File: src/include/mul_defs.svh
// Operand width, Booth step count and operation code macros
`ifndef MUL_DEFS_SVH
`define MUL_DEFS_SVH

// Operand width in bits
`define MUL_XLEN 32

// Radix-4 iterations over the 34-bit extended multiplier
`define MUL_STEPS 17

// --------------------------------------------------
// Operation codes
// --------------------------------------------------
// Same order as the low bits of the M extension funct3
`define MUL_OP_MUL    2'd0
`define MUL_OP_MULH   2'd1
`define MUL_OP_MULHSU 2'd2
`define MUL_OP_MULHU  2'd3

`endif
File: src/logic/mul_pkg.sv
// Vector typedefs and control state enum for the multiply unit
`default_nettype none

`include "mul_defs.svh"

package mul_pkg;

    // Operand word as seen on the ports
    typedef logic [`MUL_XLEN-1:0] xlen_t;

    // Full result word
    typedef logic [2*`MUL_XLEN-1:0] prod_t;

    // Operand widened by two bits for the signed Booth engine
    typedef logic [`MUL_XLEN+1:0] opnd_t;

    // Partial product on top and multiplier below
    typedef logic [2*`MUL_XLEN+3:0] acc_t;

    // Booth iteration counter
    typedef logic [$clog2(`MUL_STEPS)-1:0] step_cnt_t;

    // Operation select
    typedef logic [1:0] mul_op_t;

    // Sequencer states
    typedef enum logic [1:0] {
        IDLE,
        RUN,
        DONE
    } ctrl_state_e;

endpackage

`default_nettype wire

File: src/logic/mul_step_if.sv
// Step control interface from the sequencer to the datapath blocks
`timescale 1ns/1ps
`default_nettype none

interface mul_step_if;
    import mul_pkg::*;

    // Single pulse on the accept edge
    logic    load;
    // High for every Booth iteration
    logic    advance;
    // Single pulse on the output handshake
    logic    capture;
    // Operation code held from acceptance
    mul_op_t op;

    // Sequencer drives everything
    modport ctrl (
        output load,
        output advance,
        output capture,
        output op
    );

    // Operand prep and Booth engine
    modport dp (
        input load,
        input advance,
        input op
    );

    // Output register
    modport sel (
        input capture,
        input op
    );

endinterface

`default_nettype wire

File: src/logic/mul_top.sv
// Multiply unit top level wiring sequencer and Booth datapath to plain ports
`timescale 1ns/1ps
`default_nettype none

module mul_top (
    input  logic             clk,
    input  logic             rst_n,
    input  mul_pkg::xlen_t   a_i,
    input  mul_pkg::xlen_t   b_i,
    input  mul_pkg::mul_op_t op_sel_i,
    input  logic             in_valid_i,
    input  logic             out_ready_i,
    output logic             in_ready_o,
    output logic             out_valid_o,
    output mul_pkg::prod_t   result_o
);
    import mul_pkg::*;

    // Extended operands from prep
    opnd_t mcand;
    opnd_t mplier;
    // Finished product from the Booth engine
    prod_t product;

    mul_step_if step_if ();

    // --------------------------------------------------
    // Control
    // --------------------------------------------------
    mul_ctrl mul_ctrl_inst (
        .clk         (clk),
        .rst_n       (rst_n),
        .in_valid_i  (in_valid_i),
        .out_ready_i (out_ready_i),
        .op_sel_i    (op_sel_i),
        .in_ready_o  (in_ready_o),
        .out_valid_o (out_valid_o),
        .step        (step_if.ctrl)
    );

    // --------------------------------------------------
    // Datapath
    // --------------------------------------------------
    mul_operand_prep mul_operand_prep_inst (
        .clk      (clk),
        .rst_n    (rst_n),
        .a_i      (a_i),
        .b_i      (b_i),
        .step     (step_if.dp),
        .mcand_o  (mcand),
        .mplier_o (mplier)
    );

    mul_booth_datapath mul_booth_datapath_inst (
        .clk       (clk),
        .rst_n     (rst_n),
        .step      (step_if.dp),
        .mcand_i   (mcand),
        .mplier_i  (mplier),
        .product_o (product)
    );

    mul_result_sel mul_result_sel_inst (
        .clk       (clk),
        .rst_n     (rst_n),
        .step      (step_if.sel),
        .product_i (product),
        .result_o  (result_o)
    );

endmodule

`default_nettype wire

File: src/logic/mul_result_sel.sv
// Result selection between full product and extended high word, with output register
`timescale 1ns/1ps
`default_nettype none

`include "mul_defs.svh"

module mul_result_sel (
    input  logic           clk,
    input  logic           rst_n,
    mul_step_if.sel        step,
    input  mul_pkg::prod_t product_i,
    output mul_pkg::prod_t result_o
);
    import mul_pkg::*;

    xlen_t hi_word;
    logic  hi_sgn;
    prod_t result_d;

    assign hi_word = product_i[2*`MUL_XLEN-1:`MUL_XLEN];
    // MULHU zero-extends and the others sign-extend
    assign hi_sgn  = (step.op != `MUL_OP_MULHU) & hi_word[`MUL_XLEN-1];

    always_comb begin
        if (step.op == `MUL_OP_MUL) begin
            result_d = product_i;
        end else begin
            result_d = {{`MUL_XLEN{hi_sgn}}, hi_word};
        end
    end

    // Loads on the output handshake and holds otherwise
    always_ff @(posedge clk or negedge rst_n) begin
        if (!rst_n) begin
            result_o <= '0;
        end else if (step.capture) begin
            result_o <= result_d;
        end
    end

endmodule

`default_nettype wire

File: src/logic/mul_booth_datapath.sv
// Radix-4 Booth partial-product accumulator and multiplier shifter
`timescale 1ns/1ps
`default_nettype none

`include "mul_defs.svh"

module mul_booth_datapath (
    input  logic           clk,
    input  logic           rst_n,
    mul_step_if.dp         step,
    input  mul_pkg::opnd_t mcand_i,
    input  mul_pkg::opnd_t mplier_i,
    output mul_pkg::prod_t product_o
);
    import mul_pkg::*;

    acc_t                 acc_q;
    acc_t                 acc_nxt;
    logic                 hist_q;
    logic                 fresh_q;
    opnd_t                hi_cur;
    opnd_t                lo_cur;
    logic [2:0]           booth_bits;
    logic [`MUL_XLEN+2:0] mult;
    logic [`MUL_XLEN+2:0] sum;

    // --------------------------------------------------
    // Booth step
    // --------------------------------------------------
    // First step takes the multiplier straight from prep
    assign lo_cur     = fresh_q ? mplier_i : acc_q[`MUL_XLEN+1:0];
    assign hi_cur     = acc_q[2*`MUL_XLEN+3:`MUL_XLEN+2];
    assign booth_bits = {lo_cur[1:0], hist_q};

    // Recode to 0, +-1 or +-2 times the multiplicand
    always_comb begin
        case (booth_bits)
            3'b001, 3'b010: mult = {mcand_i[`MUL_XLEN+1], mcand_i};
            3'b011:         mult = {mcand_i, 1'b0};
            3'b100:         mult = -{mcand_i, 1'b0};
            3'b101, 3'b110: mult = -{mcand_i[`MUL_XLEN+1], mcand_i};
            default:        mult = '0;
        endcase
    end

    // One guard bit absorbs the +-2 multiple
    assign sum = {hi_cur[`MUL_XLEN+1], hi_cur} + mult;

    // Arithmetic shift right by two across the whole accumulator
    assign acc_nxt = {sum[`MUL_XLEN+2], sum, lo_cur[`MUL_XLEN+1:2]};

    always_ff @(posedge clk or negedge rst_n) begin
        if (!rst_n) begin
            hist_q  <= 1'b0;
            fresh_q <= 1'b0;
        end else if (step.load) begin
            hist_q  <= 1'b0;
            fresh_q <= 1'b1;
        end else if (step.advance) begin
            // Bit shifted out becomes the next history bit
            hist_q  <= lo_cur[1];
            fresh_q <= 1'b0;
        end
    end

    // Upper half cleared on load and lower half fills on the first step
    always_ff @(posedge clk) begin
        if (step.load) begin
            acc_q[2*`MUL_XLEN+3:`MUL_XLEN+2] <= '0;
        end else if (step.advance) begin
            acc_q <= acc_nxt;
        end
    end

    // Low word of the 68-bit signed product
    assign product_o = acc_q[2*`MUL_XLEN-1:0];

endmodule

`default_nettype wire

File: src/logic/mul_operand_prep.sv
// Operand registers with per-operation sign or zero extension
`timescale 1ns/1ps
`default_nettype none

`include "mul_defs.svh"

module mul_operand_prep (
    input  logic           clk,
    input  logic           rst_n,
    input  mul_pkg::xlen_t a_i,
    input  mul_pkg::xlen_t b_i,
    mul_step_if.dp         step,
    output mul_pkg::opnd_t mcand_o,
    output mul_pkg::opnd_t mplier_o
);
    import mul_pkg::*;

    xlen_t a_q;
    xlen_t b_q;
    logic  mcand_sgn;
    logic  mplier_sgn;

    // Operands captured on the accept edge only
    always_ff @(posedge clk or negedge rst_n) begin
        if (!rst_n) begin
            a_q <= '0;
            b_q <= '0;
        end else if (step.load) begin
            a_q <= a_i;
            b_q <= b_i;
        end
    end

    // Multiplicand is signed unless MULHU
    assign mcand_sgn  = (step.op != `MUL_OP_MULHU);
    // Multiplier is signed for MUL and MULH
    assign mplier_sgn = (step.op == `MUL_OP_MUL) || (step.op == `MUL_OP_MULH);

    // Two extra bits let one signed Booth engine cover all four ops
    assign mcand_o  = {{2{mcand_sgn & a_q[`MUL_XLEN-1]}}, a_q};
    assign mplier_o = {{2{mplier_sgn & b_q[`MUL_XLEN-1]}}, b_q};

endmodule

`default_nettype wire

File: src/logic/mul_ctrl.sv
// Valid/ready handshake and Booth sequencing FSM with step counter
`timescale 1ns/1ps
`default_nettype none

`include "mul_defs.svh"

module mul_ctrl (
    input  logic             clk,
    input  logic             rst_n,
    input  logic             in_valid_i,
    input  logic             out_ready_i,
    input  mul_pkg::mul_op_t op_sel_i,
    output logic             in_ready_o,
    output logic             out_valid_o,
    mul_step_if.ctrl         step
);
    import mul_pkg::*;

    ctrl_state_e state_q;
    ctrl_state_e state_d;
    step_cnt_t   cnt_q;
    mul_op_t     op_q;
    logic        out_valid_q;
    logic        load;
    logic        capture;
    logic        last_step;

    // --------------------------------------------------
    // Handshake decode
    // --------------------------------------------------
    // Only one operation in flight
    assign in_ready_o = (state_q == IDLE);
    assign load       = in_ready_o & in_valid_i;
    // Result leaves only when the consumer is ready
    assign capture    = (state_q == DONE) & out_ready_i;
    // Counter sits on the last iteration
    assign last_step  = (cnt_q == step_cnt_t'(`MUL_STEPS - 1));

    assign step.load    = load;
    assign step.advance = (state_q == RUN);
    assign step.capture = capture;
    assign step.op      = op_q;
    assign out_valid_o  = out_valid_q;

    // --------------------------------------------------
    // Next state
    // --------------------------------------------------
    always_comb begin
        state_d = state_q;
        case (state_q)
            IDLE: begin
                if (load) begin
                    state_d = RUN;
                end
            end
            RUN: begin
                // Leave after the final Booth step
                if (last_step) begin
                    state_d = DONE;
                end
            end
            DONE: begin
                // Back-pressure holds here
                if (capture) begin
                    state_d = IDLE;
                end
            end
            default: state_d = IDLE;
        endcase
    end

    always_ff @(posedge clk or negedge rst_n) begin
        if (!rst_n) begin
            state_q     <= IDLE;
            cnt_q       <= '0;
            op_q        <= `MUL_OP_MUL;
            out_valid_q <= 1'b0;
        end else begin
            state_q     <= state_d;
            // One-cycle valid pulse on the capture edge
            out_valid_q <= capture;
            if (load) begin
                cnt_q <= '0;
                op_q  <= op_sel_i;
            end else if (state_q == RUN) begin
                cnt_q <= cnt_q + 1'b1;
            end
        end
    end

endmodule

`default_nettype wire

File: config.mk
export PLATFORM = sky130hd
export DESIGN_NAME = mul_top
export DESIGN_NICKNAME = d
export VERILOG_FILES = /design/src/logic/mul_pkg.sv /design/src/logic/mul_step_if.sv /design/src/logic/mul_top.sv /design/src/logic/mul_result_sel.sv /design/src/logic/mul_booth_datapath.sv /design/src/logic/mul_operand_prep.sv /design/src/logic/mul_ctrl.sv
export VERILOG_INCLUDE_DIRS = /design/src /design/src/include
export SDC_FILE = /design/constraint.sdc
export NUM_CORES = 1
export LEC_CHECK = 0
export BUFFER_PORTS_ARGS = -buffer_cell sky130_fd_sc_hd__buf_2
export CORE_AREA = 2 2 147 149
export CTS_CLUSTER_DIAMETER = 150
export CTS_CLUSTER_SIZE = 25
export DETAILED_ROUTE_END_ITERATION = 16
export DIE_AREA = 0 0 149 151
export GPL_TIMING_DRIVEN = 0
export PLACE_DENSITY = 0.92
export SYNTH_ARGS = -nofsm -noshare
export SYNTH_HDL_FRONTEND = slang
export SYNTH_HIERARCHICAL = 1
export SYNTH_SLANG_ARGS = --single-unit
File: constraint.sdc
create_clock -name clk -period 12.7 [get_ports clk]
set_clock_uncertainty 0.1 [all_clocks]
set_input_delay 1.27 -clock clk [delete_from_list [all_inputs] [get_ports clk]]
set_output_delay 1.27 -clock clk [all_outputs]
set_load 0.02 [all_outputs]
==> results by group <==
Run status
  – Status: finished, final reports clean

Clock tree
  – Cts repair resizes: 0
  – CTS max path bufs: 3
  – Hold buffers post-CTS: 0
  – CTS root buffer: clkbuf_16
  – TritonCTS clock tree: built
  – Worst skew pair latency: slightly above 0.5 ns
  – Htree depth: 1
  – Clock slew at reported path FFs: approximately 0.10 ns
  – Clock Sinks: slightly above 200
  – Post-CTS Setup Bufs: 0
  – CTS Buf Count: 12

Synthesis
  – Area leader, netlist: dfrtp_1
  – Synth Area in Simple Gates: ~14%
  – Synth Area in Compound Gates: 17.02%
  – Synth Register Bits: approximately 210
  – Post-synthesis cell count: around 1,400
  – Largest family of logic cells by synthesized area: compound AO/OA/AOI/OAI gates
  – Mux contribution to synthesized area: between 10% and 20%
  – Post-synth top flop: dfrtp_1
  – Post-synth top area share: 26.17%
  – Netlist cell types: 76
  – Mapped Avg Cell Area: around 9.6 um2
  – EDFF count, synth: 34
  – Largest cells by area after synthesis: dfrtp_1, edfxtp_1, mux2_4
  – Async set-or-reset flop fraction in the synthesized netlist: about two thirds
  – Post-Synth XOR/XNOR Area: 3.402%
  – Synthesis Warnings: 6
  – Share of the yosys chip area belonging to registers: 38.73%
  – Synth Net Count: 1,496
  – Cell Area, Synth: between 10,000 and 15,000 um2
  – Synth Area in Adders: around 3.6%

Floorplan
  – Core footprint: ~21,000 um2
  – Die H: about 150 um
  – Initial core utilization: 64.29%
  – Num rows: 53
  – I/O Pins: 136
  – Die area: between 20,000 and 25,000 um2
  – DIE WIDTH: ~150 um

STA
  – RSZ-0062 raised after global routing: no
  – Final Setup Violations: 0
  – Fmax: 0.1445 GHz
  – Crit path time final: between 6 and 7 ns
  – Max-slew violation count: 0
  – Final Hold Violating Endpoints: 0
  – Worst slew pin tran: 1.084 ns
  – Max transition margin: about a quarter
  – Setup Total Neg Slack: 0 ns
  – Period utilization: 54.50%
  – Minimum hold slack: just under 0.4 ns

Global routing
  – Gr usage total: 33.66%
  – First-pass GRT wire length: approximately 60,000 um
  – Largest net degree at the start of global routing: 96
  – Vias in the first global route: 11,110
  – Total grt overflow: 0
  – Initial antenna violation count: 0

Drt
  – ANT nets after route: 0
  – DRT iter0 DRCs: between 1,000 and 1,500
  – Vias after detailed routing: between 10,000 and 15,000
  – Vias/cell: 6.451
  – DRC viols: 0
  – DRT Pass-1 Iters: 6
  – WL/cell: 20.98 um
  – Post-Route WL: 38,190 um

Finish
  – Antenna Cells: 0
  – Commonest non-fill, non-tap cells in the layout: buf_2, dfrtp_1, nand2_1, nor2_1, o21ai_0
  – Commonest non-fill, non-tap cell in the layout: buf_2
  – Layout net count: between 1,500 and 2,000
  – Fillers: approximately 1,500
  – Area Growth Syn to Fin: 10.70%
  – Share of cells above drive strength 1: roughly a quarter

Worst setup path
  – CP max stage cell: a2111oi_0
  – Arr. time, crit path: slightly above 7 ns
  – Critical Path, Cell by Cell: or3_4, or3_4, or3_4, or3_4, or3_1, or3_1, clkbuf_2, nor4b_4, xor2_1, o21ai_0, ha_1, a21oi_1, nand2_1, a2111oi_0, nor2_1, a21o_1, o41ai_1, mux2i_1, mux2_2
  – Largest stage delay, worst path: around 0.81 ns
  – FF-to-FF setup slack: between 5 and 6 ns
  – Setup crit end kind: register
  – Most frequent CP cell: or3_4
  – Crit Path Category: register to register
  – CP delay by family, top: simple AND/OR/NAND/NOR gates
  – CP Buf/Inv Count: 1
  – WP data required: ~13 ns
  – Critical Path Fanout Max: 8
  – Worst setup SP type: register

Placement
  – Detailed placement HPWL: roughly 29,000 um
  – Buffers on Ports: 135
  – Placer Congestion: just under 1

Flow run
  – Max-Cap Viols: 0

Worst hold path
  – Hold crit path type: register to register
-- per-stage QoR --
stage,cell area (um2),std cells,util [%],worst slack (ns)
6_report,14820,1820,71.17,5.779
5_1_grt,14820,1820,71.17,5.488
4_1_cts,14800,1819,71.07,5.996
3_5_place_dp,14440,1799,69.35,6.030
3_3_place_gp,14410,1798,69.19,6.071
2_1_floorplan,13390,1388,-,7.084
-- logic make-up after synthesis --
kind of cell,count (synthesis)
compound gates,352
xor+xnor,52
fa+ha+maj,38
buf+inv,217
flops,207
mux,151
simple gates,371
-- state kept, by name, summed over array words and instances (netlist names) --
register	cells
mul_booth_datapath_inst/acc_q	67
mul_booth_datapath_inst/hist_q	1
mul_result_sel_inst/result_o	64
mul_booth_datapath_inst/fresh_q	1
mul_ctrl_inst/step.op	2
mul_operand_prep_inst/b_q	32
mul_ctrl_inst/cnt_q	5
mul_ctrl_inst/state_q	2
mul_operand_prep_inst/a_q	32
mul_ctrl_inst/out_valid_o	1
-- worst min-delay path: cells and delay by family, from the launching register on --
family          cells  cell delay (ns)
simple gates        1             0.06
flops               1             0.33
compound gates      1             0.07
-- final timing paths --
check                      cells after the start                                              to                                            from
hold reg to reg                                2  mul_booth_datapath_inst/acc_q[65]$_SDFFE_PP0P_  mul_booth_datapath_inst/acc_q[65]$_SDFFE_PP0P_
hold / removal                                 2  mul_booth_datapath_inst/acc_q[65]$_SDFFE_PP0P_  mul_booth_datapath_inst/acc_q[65]$_SDFFE_PP0P_
setup reg to reg                              19  mul_booth_datapath_inst/acc_q[66]$_SDFFE_PP0P_        mul_operand_prep_inst/a_q[2]$_DFFE_PN0P_
max in group asynchronous                      2             mul_ctrl_inst/out_valid_o$_DFF_PN0_                                           rst_n
min in group asynchronous                      1        mul_operand_prep_inst/b_q[4]$_DFFE_PN0P_                                           rst_n
setup / recovery                              19  mul_booth_datapath_inst/acc_q[66]$_SDFFE_PP0P_        mul_operand_prep_inst/a_q[2]$_DFFE_PN0P_
-- Yosys cell counts (all sizes together), types with 7 or more instances --
library cell	n
nand2b	8
dfxtp	33
xor2	30
a22oi	13
a211oi	11
clkbuf	59
a21oi	60
a31oi	39
nor4	8
o31ai	7
o21a	8
dfrtp	140
or3b	33
mux2i	49
o21ai	102
nor3	25
or3	16
nor2	111
nand2	122
inv	56
xnor2	22
o221ai	38
o211ai	8
buf	101
a21o	20
o22ai	9
o311ai	8
edfxtp	34
nand3	11
mux2	102
ha	37
-- layout make-up --
type | count | area [um2] | area share, %
tap | 275 | 344.1 | 2.322
clock buffer | 18 | 322.8 | 2.178
inverter | 56 | 210.2 | 1.418
timing repair buffer | 137 | 729.5 | 4.922
clock inverter | 2 | 36.28 | 0.2448
buffer | 161 | 1050 | 7.084
sequential | 207 | 5185 | 34.99
multi-input combinational | 964 | 6942 | 46.84
-- routing by layer --
layer	up-vias	wire length (um)	part of all wire, %	global-route usage, %
met4	0	1395	3.7	11.67
met2	677	18200	48	56.73
met1	5687	15290	40	45.31
met5	-	0	0	0
met3	119	3297	8.6	4.006
li1	5257	-	-	-
Power is left out: the tool's default activity adds up to more than one toggle a clock period on the data nets, which glitch-free logic cannot reach.
